<file path="src/rtl/fetcher_cfg.svh">
/* Sizing of the block fetcher. Buffer depths need not be powers of two.
   The miss buffer must hold at least two records, a miss and its shadowed read */
`ifndef FETCHER_CFG_SVH
`define FETCHER_CFG_SVH

////////////////////////////////////////////////////////////
// Bus widths
////////////////////////////////////////////////////////////

// Byte address of an instruction
`define FETCH_ADDR_W 32
// Transaction ID carried from request to response
`define FETCH_ID_W 8
// One instruction word
`define FETCH_DATA_W 32

////////////////////////////////////////////////////////////
// Buffer depths
////////////////////////////////////////////////////////////

`define FETCH_REQ_DEPTH 4
`define FETCH_MISS_DEPTH 8

`endif

</file>
<file path="src/rtl/fetch_pkg.sv">
/* Transaction types shared by the fetch path. Widths come from the config header */
`default_nettype none

`include "fetcher_cfg.svh"

package fetch_pkg;

    // Instruction address, ID and data word
    typedef logic [`FETCH_ADDR_W-1:0] addr_t;
    typedef logic [`FETCH_ID_W-1:0]   id_t;
    typedef logic [`FETCH_DATA_W-1:0] word_t;

    // Request record as stored in both buffers
    // Address sits in the upper bits
    typedef struct packed {
        addr_t addr;
        id_t   id;
    } fetch_req_t;

endpackage

`default_nettype wire

</file>
<file path="src/rtl/seq_pkg.sv">
/* State encodings of the fetch sequencer and of the miss loader */
`default_nettype none

package seq_pkg;

    // Sequencer: wait, serve requests, wait for a line fill, replay misses
    typedef enum logic [1:0] {
        SEQ_IDLE   = 2'd0,
        SEQ_FETCH  = 2'd1,
        SEQ_LOAD   = 2'd2,
        SEQ_MISSED = 2'd3
    } seq_state_t;

    // Miss loader: no miss, read presented, line fill outstanding
    typedef enum logic [1:0] {
        LDR_IDLE = 2'd0,
        LDR_REQ  = 2'd1,
        LDR_WAIT = 2'd2
    } loader_state_t;

endpackage

`default_nettype wire

</file>
<file path="src/rtl/req_buf_if.sv">
/* Push and pull sides of one request buffer. Users never push while full
   and never pull while empty */
`timescale 1ns/1ns
`default_nettype none

interface req_buf_if;

    // Write side
    logic                   push;
    fetch_pkg::fetch_req_t  wdata;
    logic                   full;

    // Read side, rdata is the oldest record
    logic                   pull;
    fetch_pkg::fetch_req_t  rdata;
    logic                   empty;

    // Whoever fills the buffer
    modport producer (output push, output wdata, input full);

    // Whoever drains the buffer
    modport consumer (output pull, input rdata, input empty);

    // The FIFO itself
    modport buffer (
        input  push, input  wdata, input  pull,
        output full, output rdata, output empty
    );

endinterface

`default_nettype wire

</file>
<file path="src/rtl/block_fetcher.sv">
/* Instruction block fetcher in front of a cache with one cycle read latency.
   Responses return in request order; one line fill is outstanding at a time */
`timescale 1ns/1ns
`default_nettype none

`include "fetcher_cfg.svh"

module block_fetcher (
    input  logic              aclk,
    input  logic              aresetn,
    // Request channel
    input  logic              req_valid,
    output logic              req_ready,
    input  fetch_pkg::addr_t  req_addr,
    input  fetch_pkg::id_t    req_id,
    // Response channel
    output logic              rsp_valid,
    input  logic              rsp_ready,
    output fetch_pkg::id_t    rsp_id,
    output fetch_pkg::word_t  rsp_data,
    // Memory controller read
    output logic              mem_arvalid,
    input  logic              mem_arready,
    output fetch_pkg::addr_t  mem_araddr,
    output fetch_pkg::id_t    mem_arid,
    // Cache read port
    output logic              cache_ren,
    output fetch_pkg::addr_t  cache_raddr,
    input  fetch_pkg::word_t  cache_rdata,
    input  logic              cache_hit,
    input  logic              cache_miss,
    input  logic              cache_writing
);

    req_buf_if req_if ();
    req_buf_if miss_if ();

    logic                  hit_valid;
    fetch_pkg::id_t        hit_id;
    logic                  hold;
    logic                  load_start;
    fetch_pkg::fetch_req_t load_req;
    logic                  loading;
    logic                  load_done;

    ////////////////////////////////////////////////////////////
    // Request intake
    ////////////////////////////////////////////////////////////

    assign req_ready     = !req_if.full;
    assign req_if.push   = req_valid && req_ready;
    assign req_if.wdata  = '{addr: req_addr, id: req_id};

    req_buf #(.DEPTH(`FETCH_REQ_DEPTH)) u_req_buf (
        .aclk    (aclk),
        .aresetn (aresetn),
        .bus     (req_if.buffer)
    );

    // Parked misses and their shadowed reads
    req_buf #(.DEPTH(`FETCH_MISS_DEPTH)) u_miss_buf (
        .aclk    (aclk),
        .aresetn (aresetn),
        .bus     (miss_if.buffer)
    );

    ////////////////////////////////////////////////////////////
    // Control, response and line fill
    ////////////////////////////////////////////////////////////

    fetch_sequencer u_seq (
        .aclk (aclk), .aresetn (aresetn),
        .rsp_ready (rsp_ready), .hold (hold),
        .loading (loading), .load_done (load_done),
        .cache_hit (cache_hit), .cache_miss (cache_miss),
        .req_q (req_if.consumer),
        .miss_push (miss_if.producer), .miss_pull (miss_if.consumer),
        .cache_ren (cache_ren), .cache_raddr (cache_raddr),
        .hit_valid (hit_valid), .hit_id (hit_id),
        .load_start (load_start), .load_req (load_req)
    );

    rsp_stage u_rsp (
        .aclk (aclk), .aresetn (aresetn),
        .hit_valid (hit_valid), .hit_id (hit_id),
        .cache_rdata (cache_rdata), .rsp_ready (rsp_ready),
        .rsp_valid (rsp_valid), .rsp_id (rsp_id),
        .rsp_data (rsp_data), .hold (hold)
    );

    miss_loader u_loader (
        .aclk (aclk), .aresetn (aresetn),
        .load_start (load_start), .load_req (load_req),
        .mem_arready (mem_arready), .cache_writing (cache_writing),
        .mem_arvalid (mem_arvalid), .mem_araddr (mem_araddr),
        .mem_arid (mem_arid), .loading (loading), .load_done (load_done)
    );

endmodule

`default_nettype wire

</file>
<file path="src/rtl/fetch_sequencer.sv">
/* Cache read control. Reads issue only when the response side can take a hit;
   replays run one read at a time and pull the miss buffer only on a hit */
`timescale 1ns/1ns
`default_nettype none

module fetch_sequencer (
    input  logic                  aclk,
    input  logic                  aresetn,
    input  logic                  rsp_ready,
    input  logic                  hold,
    input  logic                  loading,
    input  logic                  load_done,
    input  logic                  cache_hit,
    input  logic                  cache_miss,
    req_buf_if.consumer           req_q,
    req_buf_if.producer           miss_push,
    req_buf_if.consumer           miss_pull,
    output logic                  cache_ren,
    output fetch_pkg::addr_t      cache_raddr,
    output logic                  hit_valid,
    output fetch_pkg::id_t        hit_id,
    output logic                  load_start,
    output fetch_pkg::fetch_req_t load_req
);

    seq_pkg::seq_state_t   state;

    // Read in flight, answered by the cache one cycle later
    logic                  inflight;
    // The read in flight came from the miss buffer
    logic                  inflight_replay;
    // Read issued in the cycle of a miss, parked whatever it returns
    logic                  shadow;
    fetch_pkg::fetch_req_t inflight_rec;

    fetch_pkg::fetch_req_t issue_rec;
    logic                  go;
    logic                  issue_fetch;
    logic                  issue_replay;
    logic                  miss_evt;
    logic                  shadow_evt;

    ////////////////////////////////////////////////////////////
    // Cache read issue
    ////////////////////////////////////////////////////////////

    // A hit next cycle must be able to leave or be held
    assign go = rsp_ready && !hold && !loading;

    // Back to back reads while serving new requests
    assign issue_fetch = (state == seq_pkg::SEQ_FETCH) && !req_q.empty && go;

    // Replay keeps the head in place until it hits, so order survives a second miss
    assign issue_replay = (state == seq_pkg::SEQ_MISSED) && !miss_pull.empty
                          && !inflight && go;

    assign issue_rec   = (state == seq_pkg::SEQ_MISSED) ? miss_pull.rdata : req_q.rdata;
    assign cache_ren   = issue_fetch || issue_replay;
    assign cache_raddr = issue_rec.addr;
    assign req_q.pull  = issue_fetch;

    ////////////////////////////////////////////////////////////
    // Cache answer handling
    ////////////////////////////////////////////////////////////

    assign miss_evt   = cache_miss && !shadow;
    assign shadow_evt = shadow && (cache_hit || cache_miss);

    // Hits go straight to the response stage
    assign hit_valid = cache_hit && !shadow;
    assign hit_id    = inflight_rec.id;

    // Replayed head leaves the buffer once it hit
    assign miss_pull.pull = hit_valid && inflight_replay;

    // New misses and shadowed reads are parked; a replayed miss is still at the head
    assign miss_push.push  = shadow_evt || (miss_evt && !inflight_replay);
    assign miss_push.wdata = inflight_rec;

    // One line fill per miss
    assign load_start = miss_evt;
    assign load_req   = inflight_rec;

    // Record of the read in flight
    always_ff @(posedge aclk) begin
        if (cache_ren) begin
            inflight_rec <= issue_rec;
        end
    end

    always_ff @(posedge aclk or negedge aresetn) begin
        if (!aresetn) begin
            inflight        <= 1'b0;
            inflight_replay <= 1'b0;
            shadow          <= 1'b0;
        end else begin
            inflight        <= cache_ren;
            inflight_replay <= issue_replay;
            // Only the read issued alongside the miss report can be shadowed
            if (miss_evt) begin
                shadow <= cache_ren;
            end else if (shadow_evt) begin
                shadow <= 1'b0;
            end
        end
    end

    ////////////////////////////////////////////////////////////
    // State machine
    ////////////////////////////////////////////////////////////

    always_ff @(posedge aclk or negedge aresetn) begin
        if (!aresetn) begin
            state <= seq_pkg::SEQ_IDLE;
        end else if (miss_evt) begin
            // A miss wins in any state
            state <= seq_pkg::SEQ_LOAD;
        end else begin
            case (state)
                seq_pkg::SEQ_IDLE: begin
                    if (!req_q.empty) state <= seq_pkg::SEQ_FETCH;
                end
                seq_pkg::SEQ_FETCH: begin
                    if (req_q.empty) state <= seq_pkg::SEQ_IDLE;
                end
                seq_pkg::SEQ_LOAD: begin
                    if (load_done) state <= seq_pkg::SEQ_MISSED;
                end
                seq_pkg::SEQ_MISSED: begin
                    // Drained and last replay answered
                    if (miss_pull.empty && !inflight) state <= seq_pkg::SEQ_FETCH;
                end
            endcase
        end
    end

endmodule

`default_nettype wire

</file>
<file path="src/rtl/miss_loader.sv">
/* Memory read for a missed line. Only one fill is outstanding at a time,
   a new load_start is ignored until the previous fill has been written */
`timescale 1ns/1ns
`default_nettype none

module miss_loader (
    input  logic                  aclk,
    input  logic                  aresetn,
    input  logic                  load_start,
    input  fetch_pkg::fetch_req_t load_req,
    input  logic                  mem_arready,
    input  logic                  cache_writing,
    output logic                  mem_arvalid,
    output fetch_pkg::addr_t      mem_araddr,
    output fetch_pkg::id_t        mem_arid,
    output logic                  loading,
    output logic                  load_done
);

    seq_pkg::loader_state_t state;

    // Missed request, held for the address phase
    fetch_pkg::addr_t       miss_addr;
    fetch_pkg::id_t         miss_id;

    ////////////////////////////////////////////////////////////
    // Loader FSM
    ////////////////////////////////////////////////////////////

    always_ff @(posedge aclk or negedge aresetn) begin
        if (!aresetn) begin
            state <= seq_pkg::LDR_IDLE;
        end else begin
            case (state)
                seq_pkg::LDR_IDLE: begin
                    if (load_start) state <= seq_pkg::LDR_REQ;
                end
                // Address held until the controller takes it
                seq_pkg::LDR_REQ: begin
                    if (mem_arready) state <= seq_pkg::LDR_WAIT;
                end
                // Line on its way into the cache
                seq_pkg::LDR_WAIT: begin
                    if (cache_writing) state <= seq_pkg::LDR_IDLE;
                end
                default: begin
                    state <= seq_pkg::LDR_IDLE;
                end
            endcase
        end
    end

    always_ff @(posedge aclk) begin
        if ((state == seq_pkg::LDR_IDLE) && load_start) begin
            miss_addr <= load_req.addr;
            miss_id   <= load_req.id;
        end
    end

    ////////////////////////////////////////////////////////////
    // Outputs
    ////////////////////////////////////////////////////////////

    // Rises the cycle after load_start
    assign mem_arvalid = (state == seq_pkg::LDR_REQ);
    assign mem_araddr  = miss_addr;
    assign mem_arid    = miss_id;

    // From acceptance to the cycle after the fill
    assign loading   = (state == seq_pkg::LDR_WAIT);
    assign load_done = loading && cache_writing;

endmodule

`default_nettype wire

</file>
<file path="src/rtl/req_buf.sv">
/* Synchronous FIFO of request records. rdata shows the head with no read latency,
   a pushed record is visible one cycle later */
`timescale 1ns/1ns
`default_nettype none

module req_buf #(
    parameter int DEPTH = 4
) (
    input  logic      aclk,
    input  logic      aresetn,
    req_buf_if.buffer bus
);

    ////////////////////////////////////////////////////////////
    // Storage and pointers
    ////////////////////////////////////////////////////////////

    localparam int PTR_W = (DEPTH > 1) ? $clog2(DEPTH) : 1;
    localparam int CNT_W = $clog2(DEPTH + 1);

    fetch_pkg::fetch_req_t mem [DEPTH];

    logic [PTR_W-1:0] wptr;
    logic [PTR_W-1:0] rptr;
    // Number of records held
    logic [CNT_W-1:0] count;

    // Record array, written at the write pointer
    always_ff @(posedge aclk) begin
        if (bus.push) begin
            mem[wptr] <= bus.wdata;
        end
    end

    // Pointers wrap at DEPTH, so any depth works
    always_ff @(posedge aclk or negedge aresetn) begin
        if (!aresetn) begin
            wptr <= '0;
            rptr <= '0;
        end else begin
            if (bus.push) begin
                wptr <= (wptr == PTR_W'(DEPTH - 1)) ? '0 : wptr + 1'b1;
            end
            if (bus.pull) begin
                rptr <= (rptr == PTR_W'(DEPTH - 1)) ? '0 : rptr + 1'b1;
            end
        end
    end

    // Occupancy, a push and a pull together leave it unchanged
    always_ff @(posedge aclk or negedge aresetn) begin
        if (!aresetn) begin
            count <= '0;
        end else begin
            case ({bus.push, bus.pull})
                2'b10:   count <= count + 1'b1;
                2'b01:   count <= count - 1'b1;
                default: count <= count;
            endcase
        end
    end

    ////////////////////////////////////////////////////////////
    // Status and head
    ////////////////////////////////////////////////////////////

    assign bus.full  = (count == CNT_W'(DEPTH));
    assign bus.empty = (count == '0);
    assign bus.rdata = mem[rptr];

endmodule

`default_nettype wire

</file>
<file path="src/rtl/rsp_stage.sv">
/* Response channel. A hit is offered in its own cycle; on a stall it is held
   and hold stops further cache reads until it is taken */
`timescale 1ns/1ns
`default_nettype none

module rsp_stage (
    input  logic              aclk,
    input  logic              aresetn,
    input  logic              hit_valid,
    input  fetch_pkg::id_t    hit_id,
    input  fetch_pkg::word_t  cache_rdata,
    input  logic              rsp_ready,
    output logic              rsp_valid,
    output fetch_pkg::id_t    rsp_id,
    output fetch_pkg::word_t  rsp_data,
    output logic              hold
);

    // Holding register
    logic              held_valid;
    fetch_pkg::id_t    held_id;
    fetch_pkg::word_t  held_data;

    ////////////////////////////////////////////////////////////
    // Output mux
    ////////////////////////////////////////////////////////////

    // Held response first, hits never arrive while it is full
    assign rsp_valid = held_valid || hit_valid;
    assign rsp_id    = held_valid ? held_id : hit_id;
    assign rsp_data  = held_valid ? held_data : cache_rdata;
    assign hold      = held_valid;

    ////////////////////////////////////////////////////////////
    // Stall capture
    ////////////////////////////////////////////////////////////

    always_ff @(posedge aclk or negedge aresetn) begin
        if (!aresetn) begin
            held_valid <= 1'b0;
        end else if (held_valid) begin
            if (rsp_ready) held_valid <= 1'b0;
        end else if (hit_valid && !rsp_ready) begin
            held_valid <= 1'b1;
        end
    end

    // Payload frozen while held, so ID and data stay stable
    always_ff @(posedge aclk) begin
        if (!held_valid && hit_valid) begin
            held_id   <= hit_id;
            held_data <= cache_rdata;
        end
    end

endmodule

`default_nettype wire

</file>
<file path="config.mk">
export PLATFORM = sky130hd
export DESIGN_NAME = block_fetcher
export DESIGN_NICKNAME = d
export VERILOG_FILES = /design/src/rtl/fetch_pkg.sv /design/src/rtl/seq_pkg.sv /design/src/rtl/req_buf_if.sv /design/src/rtl/block_fetcher.sv /design/src/rtl/fetch_sequencer.sv /design/src/rtl/miss_loader.sv /design/src/rtl/req_buf.sv /design/src/rtl/rsp_stage.sv
export VERILOG_INCLUDE_DIRS = /design/src /design/src/rtl
export SDC_FILE = /design/constraint.sdc
export NUM_CORES = 1
export LEC_CHECK = 0
export ABC_AREA = 1
export BUFFER_PORTS_ARGS = -buffer_cell sky130_fd_sc_hd__buf_2
export CAP_MARGIN = 40
export CORE_MARGIN = 2
export CORE_UTILIZATION = 39
export CTS_CLUSTER_DIAMETER = 50
export CTS_CLUSTER_SIZE = 20
export DETAILED_ROUTE_END_ITERATION = 8
export SLEW_MARGIN = 10
export SYNTH_ARGS = -nofsm -noshare
export SYNTH_HDL_FRONTEND = slang
export SYNTH_HIERARCHICAL = 1
export SYNTH_SLANG_ARGS = --single-unit
export TNS_END_PERCENT = 50
</file>
<file path="constraint.sdc">
create_clock -name aclk -period 4.5 [get_ports aclk]
set_input_delay 0.9 -clock aclk [delete_from_list [all_inputs] [get_ports aclk]]
set_output_delay 0.9 -clock aclk [all_outputs]
set_load 0.005 [all_outputs]
</file>
== After elaboration in Yosys (flattened, before gate mapping) ==
Memories as Yosys holds them, arrays and structs flattened.
Cells that the tools add are included.

* Flip-flop bits (word level): 145
* RAM bits: 480
* Input bits: 80
* Output and inout port bits: 116
* Word-level logic and storage cells: 117
* Memories: 2

* $add $sub $neg: 8
* Equality and inequality tests: 21
* Multiplexer cells: 28
* Reductions and logical operators: 40

{| class="wikitable"
|+ Memories
! name !! depth !! width !! rd ports !! clocked after Yosys merged registers in !! write ports !! RTL line !! RTL
|-
| u_miss_buf.mem || 8 || 40 || 1 || 0 || 1 || req_buf.sv:21 || <nowiki>fetch_pkg::fetch_req_t mem [DEPTH];</nowiki>
|-
| u_req_buf.mem || 4 || 40 || 1 || 0 || 1 || req_buf.sv:21 ||
|}

{| class="wikitable"
|+ Operators by type and width
! cell !! count
|-
| $mux W40 || 1
|-
| $mux W32 || 1
|-
| $mux W2 || 10
|-
| $logic_and A1 B1 Y1 || 18
|-
| $eq A2 B2 Y1 const B || 7
|-
| $add A3 B1 Y3 const B || 3
|-
| $eq A3 B3 Y1 const B || 3
|-
| $logic_not A1 Y1 || 9
|-
| $mux W1 || 9
|-
| $ne A3 B2 Y1 const B || 3
|-
| $eq A2 B1 Y1 const B || 4
|-
| $mux W8 || 1
|-
| $pmux W2 S4 || 1
|-
| $pmux W4 S2 || 1
|-
| $mux W3 || 2
|-
| $pmux W2 S3 || 1
|-
| $pmux W3 S2 || 1
|-
| $reduce_bool A2 Y1 || 3
|-
| $add A2 B1 Y2 const B || 2
|-
| $add A4 B1 Y4 const B || 1
|-
| $logic_not A2 Y1 || 2
|-
| $logic_not A4 Y1 || 1
|-
| $logic_or A1 B1 Y1 || 4
|-
| $ne A2 B1 Y1 const B || 2
|-
| other kinds (7) || 7
|}

== Logic depth before layout (Yosys ltp) ==
* Depth in word-level cells: 7
* Depth in mapped cells: 14
* Depth with buffers taken out: 14

== By module ==
The synthesis kept the hierarchy.

{| class="wikitable"
|+ By module, submodules not included
! module !! instances !! cells an instance !! area an instance (µm²) !! sequential area each (µm²)
|-
| req_buf at u_miss_buf || 1 || 984 || 12,914.9 || 9,859.5
|-
| req_buf at u_req_buf || 1 || 521 || 6,907.9 || 4,979.8
|-
| fetch_sequencer || 1 || 200 || 2,748.9 || 1,326.3
|-
| rsp_stage || 1 || 176 || 1,854.3 || 1,226.2
|-
| miss_loader || 1 || 58 || 1,317.5 || 1,251.2
|-
| block_fetcher || 1 || 3 || 13.8 || 0.0
|}

== Worst setup path after synthesis ==
OpenSTA, ideal clock, no wires.

* Path kind: input -> register
* Start point: input port cache_miss
* End point: memory u_miss_buf/mem[1][0] (netlist name), enable pin
* Library setup time: 0.438 ns
* Arrival time: 3.286 ns
* Required time: 4.062 ns
* Path slack: 0.776 ns
* Stages on the path: 4
* Path buffers: 0
* Cell sequence: inv_1 > o21ai_0 > nand2_1 > nor2_1

* Longest elaborated chain between the ends: 5
* Elaborated cells between the ends (all ways): 7
* Those cells by class: mux (2); reduce/logical (5)

{| class="wikitable"
|+ Ends and longest elaborated chain
! item !! RTL line !! RTL
|-
| start, declared || block_fetcher.sv:31 || <nowiki>input logic cache_miss,</nowiki>
|-
| $logic_or A1 B1 Y1 / $logic_and A1 B1 Y1 (equally long branches) || fetch_sequencer.sv:67, fetch_sequencer.sv:66 ||
|-
| $logic_and A1 B1 Y1, on equally long branches || fetch_sequencer.sv:67, fetch_sequencer.sv:77 ||
|-
| $logic_or A1 B1 Y1 (*) || fetch_sequencer.sv:77 || <nowiki>assign miss_push.push = shadow_evt || (miss_evt && !inflight_replay);</nowiki>
|-
| named net miss_if.push || req_buf_if.sv:9 || <nowiki>logic push;</nowiki>
|-
| $mux W1 (*) || req_buf.sv:30 || <nowiki>if (bus.push) begin</nowiki>
|-
| $mux W1 (implied by the code) (*) || req_buf.sv:31 || <nowiki>mem[wptr] <= bus.wdata;</nowiki>
|-
| end, declared || req_buf.sv:21 ||
|}

Mark *: on every way through the listed nets, which the timed path passes. The rest lies on a longest branch.

==> flow_summary_export.csv <==
group,metric,value,unit
layout,drive_gt1_share,21.26,%
outcome,status,"finished, final reports clean",
synthesis,syn_nets,2034,
worst_hold_path,holdCritPathClass,"input port to asynchronous set/reset pin",
sta,fin_setup_tns,0,ns
place,gp_congestion,0.7200,
clock_network,cts-root-buf,"clkbuf_16",
power,irDropWorstVdd,0.3382,mV
setup_path,reg2reg_slack,1.83,ns
die,die_area,68100,µm²
sta,setup_viol_count_final,0,
sta,rsz0062_at_grt,"false",
route,first_pass_iters,7,
route,route.detailed.drc,0,
job,maxCapViolations,0,
layout,area_growth,13.76,%
setup_path,timing.rr.end,"u_miss_buf/mem[7][6]",
clock_network,clk_path_buf_depth,3,
layout,fin_nets,2150,
setup_path,critPathKind,"flop to output port",
power,p_leak,10.87,nW
global_route,grt_pass1_wl,87960,µm
setup_path,critPathRequiredTime,3.60,ns
synthesis,synthesis.area,25750,µm²
sta,fmax,267.6,MHz
sta,period_needed,3.737,ns
clock_network,cts_tree,"yes",
clock_network,cts_sinks,625,
die,die_h,261.0,µm
clock_network,htree_levels,3,
setup_path,slowest_stage,"buf_4",
setup_path,rr_worst_depth,4,
route,vias_per_cell,5.002,
place,hpwl,35670,µm
die,core-area,65510,µm²
setup_path,critPathLaunchType,"flop",
clock_network,cts_buffers,66,
route,wirelength,58590,µm
place,port-buffer-count,195,
synthesis,avgSynthCellArea,13.27,µm²
setup_path,path_cells,"clkinv_2 > buf_4 > o21ai_0 > o22ai_1 > nand2_1 > nand2_1 > mux2_4 > buf_2",
setup_path,worstPathArrival,2.84,ns
sta,finalClockSkew,0.02623,ns
die,initial_utilization,39.31,%
clock_network,clk_latency,0.60,ns
setup_path,endpoint_kind,"output port",
sta,slew_headroom,48.76,%
sta,worst_pin_slew,0.7686,ns
synthesis,syn_inst,1940,
clock_network,post_cts_resized,0,
clock_network,clkTransAtPathRegs,0.07,ns
die,std_cell_rows,94,
route,dr.first_iter.drc_count,936,
global_route,antenna_found_initial,11,
global_route,grt-ovfl-total,0,
sta,slew_violations,0,
route,wire_per_inst,19.71,µm
setup_path,path_common_cell,"nand2_1",
setup_path,cp_max_fo,55,
global_route,grt_max_degree,162,
route,antenna_left,0,
route,vias,14871,
power,total_power,17.86,mW
sta,final-hold-violation-count,0,
global_route,grt_pass1_vias,14649,
sta,fin_crit_sh,83.05,%
die,die_width,261.0,µm
clock_network,post-cts-setup-buffer-count,0,
clock_network,ctsHoldBuffers,0,
synthesis,yosysWarnings,6,
die,ioPinCount,196,
setup_path,r2r-start,"u_seq/inflight_replay",
setup_path,cpPeakStageDelay,0.61,ns
power,p_per_area,609.6,nW/µm²
global_route,grt_util_all_layers,17.16,%
[worst max-delay path by stage]
stage	from	to	slack, ns	cells past startpoint
detailed placement	cache_miss	u_miss_buf/mem[7][31]	1.10	6
CTS	u_miss_buf/rptr[1]	cache_raddr[5]	0.71	8
finish	u_miss_buf/rptr[1]	cache_raddr[4]	0.76	8
floorplan	cache_miss	u_miss_buf/mem[1][0]	0.78	4
global placement	cache_miss	u_miss_buf/mem[7][30]	1.14	6
global route	u_miss_buf/rptr[1]	cache_raddr[5]	0.63	8
[metrics by stage]
step           cells  area (µm²)  utilization [%]  setup slack [ns]  hold slack, ns
6_report        2973       29290            44.71            0.7629          0.3524
3_3_place_gp    2845       26860            41.00             1.144          0.4829
5_1_grt         2971       29290            44.71            0.6288          0.3863
2_1_floorplan   1940       25750                -            0.7763          0.4277
4_1_cts         2971       29290            44.71            0.7053          0.3388
3_5_place_dp    2852       26990            41.19             1.097          0.5269
[placed cells by master, fill, tap and decap left out, drive strengths merged]
master and count:
edfxtp 600, nand2 407, buf 229, nor2 185, o21ai 175, inv 142, o22ai 80, o211ai 80
clkbuf 73, mux2 40, dfrtp 25, clkinv 18, ha 13, nand3 10, bufinv 7, clkinvlp 6
or2 3, nor3 3, xnor2 3, diode 2, a21oi 2, xor2 1, o21a 1, nand4 1
fa 1, nor3b 1, a31oi 1
[sequential cells by signal, indices dropped and copies added, names as in the netlist]
signal	cells
u_seq/load_req	32
u_seq/hit_id	8
u_rsp/hold	1
u_seq/inflight	1
u_seq/shadow	1
u_miss_buf/wptr	3
u_req_buf/mem	160
u_seq/inflight_replay	1
u_req_buf/wptr	2
u_miss_buf/count	4
u_req_buf/count	3
u_rsp/held_data	32
u_seq/state	2
u_loader/mem_arid	8
u_miss_buf/mem	320
u_rsp/held_id	8
u_req_buf/rptr	2
u_loader/state	2
u_loader/mem_araddr	32
u_miss_buf/rptr	3
[routing by layer]
layer,GRT usage [%],vias to the layer above,share of wire [%]
met1,23.06,7270,45
met5,0,-,0.11
met2,27.39,468,46
li1,-,7024,-
met4,5.825,10,2.4
met3,4.142,99,7.0
[area by class of cell]
class / instances / area [µm²]
fill: 5837 / 36220
multi-input combinational: 1007 / 5369
inverter: 127 / 493.0
timing repair buffer: 229 / 1391
clock buffer: 73 / 1742
sequential: 625 / 18650
antenna: 2 / 5.005
tap: 864 / 1081
clock inverter: 46 / 559.3
[where the power goes]
part	internal (mW)	switching (mW)	leakage (nW)	total, mW
clock network	3.29	2.37	1.11	5.66
logic	1.48	3.04	3.98	4.51
registers	7.39	0.295	5.78	7.69
[worst max-delay path: cells and delay by family, from the launching register on]
kind / cells / cell delay [ns]
AOI/OAI and AO/OA: 2 / 0.38
buffers and inverters: 3 / 1.02
DFF: 1 / 0.41
muxes: 1 / 0.17
and+or+nand+nor: 2 / 0.24
Power figures use the tool's default switching activity.
